==> src/verilog/tracker_pkg.sv <==
/*
 * Shared definitions of the turret tracker
 *   vector types for pixels, coordinates, sums, counts and pulse widths
 *   aiming state encoding
 *   default image, detection, control and servo constants
 */
`default_nettype none

package tracker_pkg;

    // ====================
    // Vector types
    // ====================
    typedef logic [11:0] pixel_t;
    typedef logic [9:0]  coord_x_t;
    typedef logic [8:0]  coord_y_t;
    typedef logic [27:0] sum_t;
    typedef logic [18:0] count_t;
    typedef logic [15:0] pulse_t;

    typedef enum logic [1:0]
    {
        SEARCH,
        TRACK,
        FIRE
    } aim_state_t;

    // ====================
    // Defaults
    // ====================
    localparam int DEFAULT_IMG_W       = 640;
    localparam int DEFAULT_IMG_H       = 480;
    localparam int DEFAULT_THRESHOLD   = 2048;
    localparam int DEFAULT_LOCK_FRAMES = 3;
    localparam int DEFAULT_LOST_FRAMES = 2;

    // Servo timing in pixel clock cycles
    localparam int DEFAULT_PWM_PERIOD  = 60000;
    localparam int DEFAULT_PULSE_MIN   = 15000;
    localparam int DEFAULT_PULSE_STEP  = 60;

endpackage

`default_nettype wire

==> src/verilog/aim_control.sv <==
/*
 * Aiming control
 *   search, track and fire states driven by per-frame results
 *   hit and miss counters
 *   aim point register and fire output
 */
`default_nettype none

module aim_control #(
    parameter int LOCK_FRAMES = 3,
    parameter int LOST_FRAMES = 2,
    parameter int IMG_W       = 640,
    parameter int IMG_H       = 480
) (
    input  logic                  D5M_PIXLCLK,
    input  logic                  arst_n,
    input  logic                  result_valid,
    input  logic                  found,
    input  tracker_pkg::coord_x_t mean_x,
    input  tracker_pkg::coord_y_t mean_y,
    output tracker_pkg::coord_x_t aim_x,
    output tracker_pkg::coord_y_t aim_y,
    output logic                  fire
);
    import tracker_pkg::*;

    localparam int HIT_W  = $clog2(LOCK_FRAMES + 1);
    localparam int MISS_W = $clog2(LOST_FRAMES + 1);
    localparam coord_x_t CENTRE_X = coord_x_t'(IMG_W / 2);
    localparam coord_y_t CENTRE_Y = coord_y_t'(IMG_H / 2);

    aim_state_t        state;
    logic [HIT_W-1:0]  hit_cnt;
    logic [MISS_W-1:0] miss_cnt;

    // ====================
    // Control FSM
    // ====================
    always_ff @(posedge D5M_PIXLCLK or negedge arst_n)
    begin
        if (!arst_n)
        begin
            state    <= SEARCH;
            hit_cnt  <= '0;
            miss_cnt <= '0;
            aim_x    <= CENTRE_X;
            aim_y    <= CENTRE_Y;
            fire     <= 1'b0;
        end
        else if (result_valid && found)
        begin
            aim_x    <= mean_x;
            aim_y    <= mean_y;
            miss_cnt <= '0;
            // Hit count saturates once locked
            if (hit_cnt != HIT_W'(LOCK_FRAMES))
                hit_cnt <= hit_cnt + 1'b1;
            case (state)
                SEARCH:
                begin
                    state <= TRACK;
                end
                TRACK:
                begin
                    if (hit_cnt + 1 >= LOCK_FRAMES)
                    begin
                        state <= FIRE;
                        fire  <= 1'b1;
                    end
                end
                default:
                begin
                end
            endcase
        end
        else if (result_valid)
        begin
            case (state)
                TRACK:
                begin
                    hit_cnt <= '0;
                    if (miss_cnt + 1 >= LOST_FRAMES)
                    begin
                        state    <= SEARCH;
                        miss_cnt <= '0;
                        aim_x    <= CENTRE_X;
                        aim_y    <= CENTRE_Y;
                    end
                    else
                    begin
                        miss_cnt <= miss_cnt + 1'b1;
                    end
                end
                FIRE:
                begin
                    state    <= TRACK;
                    fire     <= 1'b0;
                    hit_cnt  <= '0;
                    miss_cnt <= MISS_W'(1);
                end
                default:
                begin
                end
            endcase
        end
    end

    // ====================
    // Checks
    // ====================
    a_fire_state: assert property (@(posedge D5M_PIXLCLK) disable iff (!arst_n)
        fire == (state == FIRE))
        else $error("fire output disagrees with FSM state");

endmodule

`default_nettype wire

==> src/verilog/centroid_accum.sv <==
/*
 * Object centroid per frame
 *   brightness threshold on the raw pixel
 *   column sum, row sum and pixel count
 *   column and row dividers started at frame end
 *   result strobe with found flag and mean coordinates
 */
`default_nettype none

module centroid_accum #(
    parameter int THRESHOLD = 2048,
    parameter int IMG_W     = 640,
    parameter int IMG_H     = 480
) (
    input  logic                  D5M_PIXLCLK,
    input  logic                  arst_n,
    input  tracker_pkg::pixel_t   pixel,
    input  tracker_pkg::coord_x_t pix_x,
    input  tracker_pkg::coord_y_t pix_y,
    input  logic                  pix_valid,
    input  logic                  frame_end,
    output logic                  result_valid,
    output logic                  found,
    output tracker_pkg::coord_x_t mean_x,
    output tracker_pkg::coord_y_t mean_y
);
    import tracker_pkg::*;

    localparam pixel_t THR = pixel_t'(THRESHOLD);

    sum_t   sum_x;
    sum_t   sum_y;
    count_t obj_cnt;
    logic   obj_pix;
    logic   empty_frame;
    logic   div_start;
    sum_t   quot_x;
    sum_t   quot_y;
    logic   done_x;
    logic   done_y;

    assign obj_pix     = pix_valid && (pixel >= THR);
    assign empty_frame = frame_end && (obj_cnt == '0);
    assign div_start   = frame_end && (obj_cnt != '0);

    // ====================
    // Accumulation
    // ====================
    // Cleared as the dividers take their operands
    always_ff @(posedge D5M_PIXLCLK or negedge arst_n)
    begin
        if (!arst_n)
        begin
            sum_x   <= '0;
            sum_y   <= '0;
            obj_cnt <= '0;
        end
        else if (frame_end)
        begin
            sum_x   <= '0;
            sum_y   <= '0;
            obj_cnt <= '0;
        end
        else if (obj_pix)
        begin
            sum_x   <= sum_x + sum_t'(pix_x);
            sum_y   <= sum_y + sum_t'(pix_y);
            obj_cnt <= obj_cnt + 1'b1;
        end
    end

    mean_divider div_x (
        .D5M_PIXLCLK (D5M_PIXLCLK),
        .arst_n      (arst_n),
        .start       (div_start),
        .dividend    (sum_x),
        .divisor     (obj_cnt),
        .quotient    (quot_x),
        .done        (done_x)
    );

    mean_divider div_y (
        .D5M_PIXLCLK (D5M_PIXLCLK),
        .arst_n      (arst_n),
        .start       (div_start),
        .dividend    (sum_y),
        .divisor     (obj_cnt),
        .quotient    (quot_y),
        .done        (done_y)
    );

    // ====================
    // Result
    // ====================
    always_ff @(posedge D5M_PIXLCLK or negedge arst_n)
    begin
        if (!arst_n)
        begin
            result_valid <= 1'b0;
            found        <= 1'b0;
        end
        else
        begin
            result_valid <= empty_frame || (done_x && done_y);
            if (empty_frame)
                found <= 1'b0;
            else if (done_x && done_y)
                found <= 1'b1;
        end
    end

    always_ff @(posedge D5M_PIXLCLK)
    begin
        if (done_x && done_y)
        begin
            mean_x <= coord_x_t'(quot_x);
            mean_y <= coord_y_t'(quot_y);
        end
    end

    a_mean_range: assert property (@(posedge D5M_PIXLCLK) disable iff (!arst_n)
        result_valid && found |-> mean_x < IMG_W && mean_y < IMG_H)
        else $error("centroid outside the image");

endmodule

`default_nettype wire

==> src/verilog/frame_capture.sv <==
/*
 * Camera front end
 *   registers the D5M pixel bus and its valid levels
 *   column and row counters
 *   one-cycle frame end pulse
 */
`default_nettype none

module frame_capture #(
    parameter int IMG_W = 640,
    parameter int IMG_H = 480
) (
    input  logic                  D5M_PIXLCLK,
    input  logic                  arst_n,
    input  tracker_pkg::pixel_t   D5M_D,
    input  logic                  D5M_FVAL,
    input  logic                  D5M_LVAL,
    output tracker_pkg::pixel_t   pixel,
    output tracker_pkg::coord_x_t pix_x,
    output tracker_pkg::coord_y_t pix_y,
    output logic                  pix_valid,
    output logic                  frame_end
);

    logic fval_r;
    logic lval_r;
    logic fval_d;

    assign pix_valid = fval_r & lval_r;
    assign frame_end = fval_d & ~fval_r;

    always_ff @(posedge D5M_PIXLCLK)
    begin
        pixel <= D5M_D;
    end

    always_ff @(posedge D5M_PIXLCLK or negedge arst_n)
    begin
        if (!arst_n)
        begin
            fval_r <= 1'b0;
            lval_r <= 1'b0;
            fval_d <= 1'b0;
            pix_x  <= '0;
            pix_y  <= '0;
        end
        else
        begin
            fval_r <= D5M_FVAL;
            lval_r <= D5M_LVAL;
            fval_d <= fval_r;

            // Column restarts in every gap between lines
            if (pix_valid)
                pix_x <= pix_x + 1'b1;
            else
                pix_x <= '0;

            // A nonzero column outside a line marks the line just ended
            if (!fval_r)
                pix_y <= '0;
            else if (!pix_valid && pix_x != '0)
                pix_y <= pix_y + 1'b1;
        end
    end

    // ====================
    // Checks
    // ====================
    a_col_range: assert property (@(posedge D5M_PIXLCLK) disable iff (!arst_n)
        pix_valid |-> pix_x < IMG_W)
        else $error("column count past image width");

    a_row_range: assert property (@(posedge D5M_PIXLCLK) disable iff (!arst_n)
        pix_valid |-> pix_y < IMG_H)
        else $error("row count past image height");

endmodule

`default_nettype wire

==> src/verilog/mean_divider.sv <==
/*
 * Sequential restoring divider
 *   one quotient bit per clock, first bit on the start edge
 *   done pulse with the final quotient
 */
`default_nettype none

module mean_divider (
    input  logic                D5M_PIXLCLK,
    input  logic                arst_n,
    input  logic                start,
    input  tracker_pkg::sum_t   dividend,
    input  tracker_pkg::count_t divisor,
    output tracker_pkg::sum_t   quotient,
    output logic                done
);
    import tracker_pkg::*;

    localparam int Q_W   = $bits(sum_t);
    localparam int D_W   = $bits(count_t);
    localparam int CNT_W = $clog2(Q_W);

    logic             busy;
    logic [CNT_W-1:0] step_cnt;
    count_t           rem;
    count_t           div_r;
    count_t           src_rem;
    count_t           src_div;
    sum_t             src_q;
    logic [D_W:0]     shifted;
    logic             fits;
    count_t           next_rem;
    sum_t             next_q;

    // ====================
    // Datapath
    // ====================
    // On start the step works directly on the new operands
    always_comb
    begin
        src_rem  = busy ? rem : '0;
        src_q    = busy ? quotient : dividend;
        src_div  = busy ? div_r : divisor;
        shifted  = {src_rem, src_q[Q_W-1]};
        fits     = (shifted >= {1'b0, src_div});
        next_rem = fits ? count_t'(shifted - {1'b0, src_div}) : count_t'(shifted);
        next_q   = {src_q[Q_W-2:0], fits};
    end

    always_ff @(posedge D5M_PIXLCLK)
    begin
        if (start || busy)
        begin
            rem      <= next_rem;
            quotient <= next_q;
        end
        if (start)
            div_r <= divisor;
    end

    // ====================
    // Control
    // ====================
    // Remaining Q_W-1 bits follow with done on the last one
    always_ff @(posedge D5M_PIXLCLK or negedge arst_n)
    begin
        if (!arst_n)
        begin
            busy     <= 1'b0;
            step_cnt <= '0;
            done     <= 1'b0;
        end
        else
        begin
            done <= 1'b0;
            if (start)
            begin
                busy     <= 1'b1;
                step_cnt <= CNT_W'(Q_W - 2);
            end
            else if (busy)
            begin
                if (step_cnt == '0)
                begin
                    busy <= 1'b0;
                    done <= 1'b1;
                end
                else
                begin
                    step_cnt <= step_cnt - 1'b1;
                end
            end
        end
    end

    a_start_idle: assert property (@(posedge D5M_PIXLCLK) disable iff (!arst_n)
        start |-> !busy)
        else $error("divider started while busy");

endmodule

`default_nettype wire

==> src/verilog/servo_pwm.sv <==
/*
 * Servo PWM for one axis
 *   linear coordinate to pulse width mapping
 *   width latched at each period start
 */
`default_nettype none

module servo_pwm #(
    parameter int COORD_W    = 10,
    parameter int PWM_PERIOD = 60000,
    parameter int PULSE_MIN  = 15000,
    parameter int PULSE_STEP = 60
) (
    input  logic               D5M_PIXLCLK,
    input  logic               arst_n,
    input  logic [COORD_W-1:0] coord,
    output logic               pwm
);
    import tracker_pkg::*;

    pulse_t      period_cnt;
    pulse_t      width;
    logic        period_end;
    logic [31:0] target;

    assign period_end = (period_cnt == pulse_t'(PWM_PERIOD - 1));
    assign target     = 32'(PULSE_MIN) + 32'(coord) * 32'(PULSE_STEP);

    // Counter leaves reset on a period boundary
    always_ff @(posedge D5M_PIXLCLK or negedge arst_n)
    begin
        if (!arst_n)
        begin
            period_cnt <= pulse_t'(PWM_PERIOD - 1);
            width      <= '0;
        end
        else if (period_end)
        begin
            period_cnt <= '0;
            width      <= pulse_t'(target);
        end
        else
        begin
            period_cnt <= period_cnt + 1'b1;
        end
    end

    assign pwm = (period_cnt < width);

    a_width_fits: assert property (@(posedge D5M_PIXLCLK) disable iff (!arst_n)
        period_end |-> target < PWM_PERIOD)
        else $error("servo pulse longer than PWM period");

endmodule

`default_nettype wire

==> src/verilog/tracker_top.sv <==
/*
 * Turret vision and aiming top level
 *   camera capture, centroid, aiming control
 *   pan and tilt servo PWM
 */
`default_nettype none

module tracker_top #(
    parameter int IMG_W       = tracker_pkg::DEFAULT_IMG_W,
    parameter int IMG_H       = tracker_pkg::DEFAULT_IMG_H,
    parameter int THRESHOLD   = tracker_pkg::DEFAULT_THRESHOLD,
    parameter int LOCK_FRAMES = tracker_pkg::DEFAULT_LOCK_FRAMES,
    parameter int LOST_FRAMES = tracker_pkg::DEFAULT_LOST_FRAMES,
    parameter int PWM_PERIOD  = tracker_pkg::DEFAULT_PWM_PERIOD,
    parameter int PULSE_MIN   = tracker_pkg::DEFAULT_PULSE_MIN,
    parameter int PULSE_STEP  = tracker_pkg::DEFAULT_PULSE_STEP
) (
    input  logic                  D5M_PIXLCLK,
    input  logic                  arst_n,
    input  tracker_pkg::pixel_t   D5M_D,
    input  logic                  D5M_FVAL,
    input  logic                  D5M_LVAL,
    output logic                  pan_pwm,
    output logic                  tilt_pwm,
    output logic                  fire,
    output tracker_pkg::coord_x_t aim_x,
    output tracker_pkg::coord_y_t aim_y
);
    import tracker_pkg::*;

    pixel_t   pixel;
    coord_x_t pix_x;
    coord_y_t pix_y;
    logic     pix_valid;
    logic     frame_end;
    logic     result_valid;
    logic     found;
    coord_x_t mean_x;
    coord_y_t mean_y;

    frame_capture #(
        .IMG_W (IMG_W),
        .IMG_H (IMG_H)
    ) u_capture (
        .D5M_PIXLCLK (D5M_PIXLCLK),
        .arst_n      (arst_n),
        .D5M_D       (D5M_D),
        .D5M_FVAL    (D5M_FVAL),
        .D5M_LVAL    (D5M_LVAL),
        .pixel       (pixel),
        .pix_x       (pix_x),
        .pix_y       (pix_y),
        .pix_valid   (pix_valid),
        .frame_end   (frame_end)
    );

    centroid_accum #(
        .THRESHOLD (THRESHOLD),
        .IMG_W     (IMG_W),
        .IMG_H     (IMG_H)
    ) u_centroid (
        .D5M_PIXLCLK  (D5M_PIXLCLK),
        .arst_n       (arst_n),
        .pixel        (pixel),
        .pix_x        (pix_x),
        .pix_y        (pix_y),
        .pix_valid    (pix_valid),
        .frame_end    (frame_end),
        .result_valid (result_valid),
        .found        (found),
        .mean_x       (mean_x),
        .mean_y       (mean_y)
    );

    aim_control #(
        .LOCK_FRAMES (LOCK_FRAMES),
        .LOST_FRAMES (LOST_FRAMES),
        .IMG_W       (IMG_W),
        .IMG_H       (IMG_H)
    ) u_aim (
        .D5M_PIXLCLK  (D5M_PIXLCLK),
        .arst_n       (arst_n),
        .result_valid (result_valid),
        .found        (found),
        .mean_x       (mean_x),
        .mean_y       (mean_y),
        .aim_x        (aim_x),
        .aim_y        (aim_y),
        .fire         (fire)
    );

    // ====================
    // Servos
    // ====================
    servo_pwm #(
        .COORD_W    ($bits(coord_x_t)),
        .PWM_PERIOD (PWM_PERIOD),
        .PULSE_MIN  (PULSE_MIN),
        .PULSE_STEP (PULSE_STEP)
    ) u_pan (
        .D5M_PIXLCLK (D5M_PIXLCLK),
        .arst_n      (arst_n),
        .coord       (aim_x),
        .pwm         (pan_pwm)
    );

    servo_pwm #(
        .COORD_W    ($bits(coord_y_t)),
        .PWM_PERIOD (PWM_PERIOD),
        .PULSE_MIN  (PULSE_MIN),
        .PULSE_STEP (PULSE_STEP)
    ) u_tilt (
        .D5M_PIXLCLK (D5M_PIXLCLK),
        .arst_n      (arst_n),
        .coord       (aim_y),
        .pwm         (tilt_pwm)
    );

endmodule

`default_nettype wire
==> config.mk <==
export PLATFORM = sky130hd
export DESIGN_NAME = tracker_top
export DESIGN_NICKNAME = d
export VERILOG_FILES = /design/src/verilog/tracker_pkg.sv /design/src/verilog/aim_control.sv /design/src/verilog/centroid_accum.sv /design/src/verilog/frame_capture.sv /design/src/verilog/mean_divider.sv /design/src/verilog/servo_pwm.sv /design/src/verilog/tracker_top.sv
export SDC_FILE = /design/constraint.sdc
export NUM_CORES = 1
export LEC_CHECK = 0
export BUFFER_PORTS_ARGS = -buffer_cell sky130_fd_sc_hd__buf_2
export CAP_MARGIN = 30
export CORE_MARGIN = 3
export CORE_UTILIZATION = 65
export CTS_BUF_LIST = sky130_fd_sc_hd__clkbuf_4
export CTS_CLUSTER_DIAMETER = 30
export DETAILED_ROUTE_END_ITERATION = 16
export PLACE_DENSITY = 0.82
export SLEW_MARGIN = 10
export SYNTH_ARGS = -nofsm -noshare
export SYNTH_HDL_FRONTEND = slang
export SYNTH_HIERARCHICAL = 1
export SYNTH_SLANG_ARGS = --single-unit
==> constraint.sdc <==
create_clock -name D5M_PIXLCLK -period 12.5 [get_ports D5M_PIXLCLK]
set_input_delay 1.25 -clock D5M_PIXLCLK [delete_from_list [all_inputs] [get_ports D5M_PIXLCLK]]
set_output_delay 1.25 -clock D5M_PIXLCLK [all_outputs]
set_load 0.02 [all_outputs]
== Word-level counts from Yosys, hierarchy flattened ==
Index checks and enable logic that the tools add are counted.

* $mul: 2
* Add/sub/neg operators: 17
* Multiplexer cells: 66
* Eq/ne operators: 14
* Bitwise logic cells: 3
* Reduce and logical (&&, ||, !) cells: 34
* $lt $le $gt $ge: 7

{| class="wikitable"
|+ Operators with widths
! cell !! number
|-
| $mux W28 || 6
|-
| $mux W19 || 8
|-
| $ge A32 B2 Y1 const B || 2
|-
| $mux W9 || 6
|-
| $mux W10 || 5
|-
| $ge A20 B19 Y1 || 2
|-
| $sub A19 B19 Y19 || 2
|-
| $add A16 B1 Y16 const B || 2
|-
| $eq A16 B16 Y1 const B || 2
|-
| $lt A16 B16 Y1 || 2
|-
| $mux W16 || 2
|-
| $mux W5 || 6
|-
| $add A28 B10 Y28 || 1
|-
| $add A28 B9 Y28 || 1
|-
| $mux W2 || 11
|-
| $add A19 B1 Y19 const B || 1
|-
| $logic_not A19 Y1 || 1
|-
| $mux W1 || 19
|-
| $reduce_bool A19 Y1 || 1
|-
| $reduce_bool A2 Y1 || 9
|-
| $add A14 B15 Y16 const A || 1
|-
| $add A14 B16 Y16 const A || 1
|-
| $mul A10 B4 Y14 const B || 1
|-
| $mul A9 B4 Y13 const B || 1
|-
| other kinds (27) || 50
|}

* Output and inout bits: 22
* Word-level logic and storage cells: 177
* Register bits after elaboration: 347

== Longest topological paths before layout ==
* Depth after elaboration: 6
* Mapped depth: 16
* Mapped depth without buffers: 12

== Modules after synthesis ==
The synthesis kept the hierarchy.

{| class="wikitable"
|+ Modules (own cells, without submodules)
! module !! area each (µm²) !! instances !! sequential area each (µm²) !! cells each
|-
| mean_divider || 4521.8 || 2 || 2157.1 || 374
|-
| centroid_accum || 5067.4 || 1 || 2497.4 || 481
|-
| servo_pwm (u_pan) || 2806.4 || 1 || 764.5 || 296
|-
| servo_pwm (u_tilt) || 2720.1 || 1 || 764.5 || 295
|-
| frame_capture || 1318.8 || 1 || 790.8 || 113
|-
| aim_control || 1212.4 || 1 || 658.1 || 97
|}

== Worst setup path after synthesis ==
Ideal clock, no wire load.

* Path type: reg-to-reg
* From: register u_capture.fval_r
* To: register u_centroid.div_x.quotient[0] (enable)
* Cell stages (with the launch flop): 6
* Arrival time: 4229 ps
* Slack: 7887 ps
* Path buffers: 2
* Library setup time: 384 ps
* Path through: dfrtp_1 -> nor2b_1 -> clkbuf_1 -> clkbuf_1 -> nor2b_1 -> or2_2

* Word-level cells in the longest chain between the ends: 4

{| class="wikitable"
|+ Ends and longest elaborated chain
! element !! line !! text
|-
| from (decl) || frame_capture.sv:25 || <nowiki>logic fval_r;</nowiki>
|-
| from (signal assigned) || frame_capture.sv:41 || <nowiki>fval_r <= 1'b0;</nowiki>
|-
| from (signal assigned) || frame_capture.sv:49 || <nowiki>fval_r <= D5M_FVAL;</nowiki>
|-
| $not A1 Y1 || frame_capture.sv:30 || <nowiki>assign frame_end = fval_d & ~fval_r;</nowiki>
|-
| $and A1 B1 Y1 || frame_capture.sv:30 ||
|-
| named net frame_end || tracker_top.sv:35 || <nowiki>logic frame_end;</nowiki>
|-
| $logic_and A1 B1 Y1 || centroid_accum.sv:44 || <nowiki>assign div_start = frame_end && (obj_cnt != '0);</nowiki>
|-
| named net u_centroid.div_start || centroid_accum.sv:36 || <nowiki>logic div_start;</nowiki>
|-
| $logic_or A1 B1 Y1 || mean_divider.sv:52 || <nowiki>if (start || busy)</nowiki>
|-
| to (signal assigned) || mean_divider.sv:55 || <nowiki>quotient <= next_q;</nowiki>
|-
| to (decl) || mean_divider.sv:14 || <nowiki>output tracker_pkg::sum_t quotient,</nowiki>
|}

The timed path passes the listed nets, and every way through them passes these cells.
A chain may end at the register's enable or synchronous reset.

== Final worst setup path ==
* From: register u_centroid.div_x.busy
* To: register u_centroid.div_x.rem[15] (data pin)

* Word-level cells in the longest chain between the ends: 3
* Elaborated cells on any way between the ends: 6
* Classes of those cells: add/sub (1); order compare (1); mux (4)

{| class="wikitable"
|+ Ends and longest elaborated chain
! element !! line !! text
|-
| from (decl) || mean_divider.sv:23 || <nowiki>logic busy;</nowiki>
|-
| from (signal assigned) || mean_divider.sv:69 || <nowiki>busy <= 1'b0;</nowiki>
|-
| from (signal assigned) || mean_divider.sv:78 || <nowiki>busy <= 1'b1;</nowiki>
|-
| from (signal assigned) || mean_divider.sv:85 || <nowiki>busy <= 1'b0;</nowiki>
|-
| $mux W28, or another cell as far along || mean_divider.sv:42 || <nowiki>src_q = busy ? quotient : dividend;</nowiki>
|-
| $sub A19 B19 Y19 / $ge A20 B19 Y1 (equally long branches) || mean_divider.sv:46, mean_divider.sv:45 ||
|-
| $mux W19 (*) || mean_divider.sv:46 || <nowiki>next_rem = fits ? count_t'(shifted - {1'b0, src_div}) : count_t'(shifted);</nowiki>
|-
| named net u_centroid.div_x.next_rem[15] || mean_divider.sv:32 || <nowiki>count_t next_rem;</nowiki>
|-
| to (signal assigned) || mean_divider.sv:54 || <nowiki>rem <= next_rem;</nowiki>
|-
| to (decl) || mean_divider.sv:25 || <nowiki>count_t rem;</nowiki>
|}

The timed path passes the listed nets; every way through them passes the cells marked *.

==> results by group <==
Global routing
  • Global Route Usage Sum: 0.254
  • Global-route wire length before repair: roughly 76000 µm
  • Antenna violations before repair: 2
  • Number of global-route vias before repair: roughly 16000
  • Grt ovf: 0
  • Largest net degree at the start of global routing: about 100

Die
  • Chip height: between 150 and 200 µm
  • Initial Util: 0.668
  • Die Wd: 190 µm
  • Num ports: 38
  • Die Area: 36000 µm²
  • CORE AREA: 32900 µm²
  • Site Rows: between 60 and 70

Finish
  • Final Util: 0.722
  • Fin cells: 2622
  • Synth-to-Final Area Change: 8.12%
  • Commonest non-fill, non-tap cell in the layout: dfrtp_1
  • Design Area, Final: 23700 µm²
  • Multi-input logic area: roughly 12000 µm²
  • Most frequent cells in the layout: 169 x dfrtp_1, 151 x clkbuf_4, 151 x edfxtp_1
  • Fraction of layout cells with a size suffix above 1: 0.172
  • Fin nets: 2278
  • Fill count: ~2300
  • FF/Latch Area: ~9600 µm²

Route
  • Total wire length: ~45000 µm
  • Vias per std cell: about 6
  • Via count: between 15000 and 20000
  • Wire per inst: approximately 17 µm
  • Starting DRT DRC Count: around 1100
  • DRC: 0
  • Antenna-violating nets left: 0
  • First-pass iteration count of the detailed router: 5

Clock network
  • Root Buffer: clkbuf_4
  • # hold bufs at CTS: 0
  • TritonCTS Sinks: 351
  • Setup bufs post-CTS: 0
  • CTS max path bufs: 3
  • CTS Buf Count: between 90 and 100
  • H-tree levels: 3
  • CTS tree: yes
  • Post-CTS resize count: 0
  • Clk slew on worst S/H paths: roughly 70 ps
  • Insertion delay to the later sink of the worst-skew pair: 780 ps

Setup path
  • Worst Path Arrival: between 5000 and 6000 ps
  • Crit. End Element: flop
  • Critical Path Fanout Max: 57
  • Largest delay share family, worst path: compound AO/OA/AOI/OAI gates
  • Slowest CP cell: dfrtp_4
  • Cells along the critical path: buf_4 > mux2i_1 > ha_1 > fa_1 > nand2b_1 > a211oi_1 > nor3_1 > o21a_1 > o21a_1 > inv_6 > mux2_4
  • Crit-path max cell delay: a little over 800 ps
  • CP required: approximately 13000 ps
  • Buf+Inv Stages, Crit Path: 2
  • CP Launch Type: flop
  • Cell mode on critical path: o21a_1
  • Crit Path Class: reg2reg

STA
  • Slew Limit Headroom: 0.418
  • Final setup fails: 0
  • Slew Viols, Final: 0
  • Clock skew: about 62 ps
  • Setup WS post-layout: roughly 7700 ps
  • Fin crit share: 0.386
  • Slew @ Worst Pin: ~870 ps
  • Tmin final: between 4000 and 5000 ps
  • Setup tns final: 0 ps
  • Final hold violations: 0
  • Fmax: 207 MHz
  • RSZ-0062 raised after global routing: false

Placed design
  • Placed cell areas: 22400 µm²
  • Post-DP HPWL: 31000 µm
  • Buffers added on ports: 26
  • Setup slack at placement: 7640 ps
  • Dpl cells: between 2000 and 2500
  • GP Congestion: ~0.94

Synthesis
  • Yosys Warn Count: 6
  • Mapped cell area: ~22000 µm²
  • Syn avg cell area: approximately 11 µm²
  • Gate count after technology mapping: ~2000
  • Mapped Nets: about 2200

Worst hold path
  • Hold Crit Class: in2async

Pwr
  • Cell Pwr Density: between 200 and 250 nW/µm²
  • Worst VDD drop: approximately 0.16 mV
  • P_leak: about 10 nW

Outcome
  • Status: finished clean

Job
  • Max_cap viols: 0
-- sequential cells by signal, indices dropped and copies added, names as in the netlist, 10 cells and up --
signal / cells
u_aim/aim_x: 10
u_capture/pix_x: 10
u_centroid/div_x/div_r: 19
u_centroid/div_x/quotient: 28
u_centroid/div_x/rem: 19
u_centroid/div_y/div_r: 19
u_centroid/div_y/quotient: 28
u_centroid/div_y/rem: 19
u_centroid/mean_x: 10
u_centroid/obj_cnt: 19
u_centroid/sum_x: 28
u_centroid/sum_y: 28
u_pan/period_cnt: 16
u_pan/width: 14
u_tilt/period_cnt: 16
u_tilt/width: 14
-- power breakdown --
group | total [mW] | leakage (nW) | switching (mW) | internal (mW)
Sequential | 1.67 | 4.14 | 0.134 | 1.54
Clock | 1.04 | 0.763 | 0.488 | 0.552
Combinational | 2.42 | 5.57 | 1.34 | 1.08
Total | 5.13 | 10.5 | 1.96 | 3.17
-- stage by stage --
stage | total power [mW] | hold WS (ps)
3_5_place_dp | 4.08 | 434
2_1_floorplan | 3.66 | 420
5_1_grt | 5.52 | 353
4_1_cts | 5.15 | 328
3_3_place_gp | 3.97 | 429
6_report | 5.13 | 417
-- metal layers --
metal / global-route usage / routed length [µm] / vias up
li1: - / - / 7546
met1: 0.342 / 20300 / 7712
met2: 0.416 / 21400 / 411
met3: 0.0448 / 1990 / 85
met4: 0.0953 / 1010 / 0
met5: 0 / 0 / -
-- worst paths after layout --
check | slack (ps) | depth (start not counted) | from | end
worst max-delay path | 7670 | 11 | u_centroid/div_x/busy | u_centroid/div_x/rem[15]
worst min-delay path | 420 | 1 | arst_n | u_pan/period_cnt[7]
worst max register to register | 7670 | 11 | u_centroid/div_x/busy | u_centroid/div_x/rem[15]
worst min register to register | 440 | 1 | u_centroid/mean_y[0] | u_aim/aim_y[0]
max in group asynchronous | 10410 | 3 | arst_n | u_centroid/div_x/busy
min in group D5M_PIXLCLK | 440 | 1 | u_centroid/mean_y[0] | u_aim/aim_y[0]
-- cell type report --
cell class / instances / area share
inverter: 134 / 0.0216
sequential: 351 / 0.403
antenna: 2 / 0.000211
clock buffer: 151 / 0.0478
tap: 442 / 0.0233
timing repair buffer: 40 / 0.0120
clock inverter: 30 / 0.00580
multi-input combinational: 1472 / 0.486
Power figures use the tool's default switching activity.
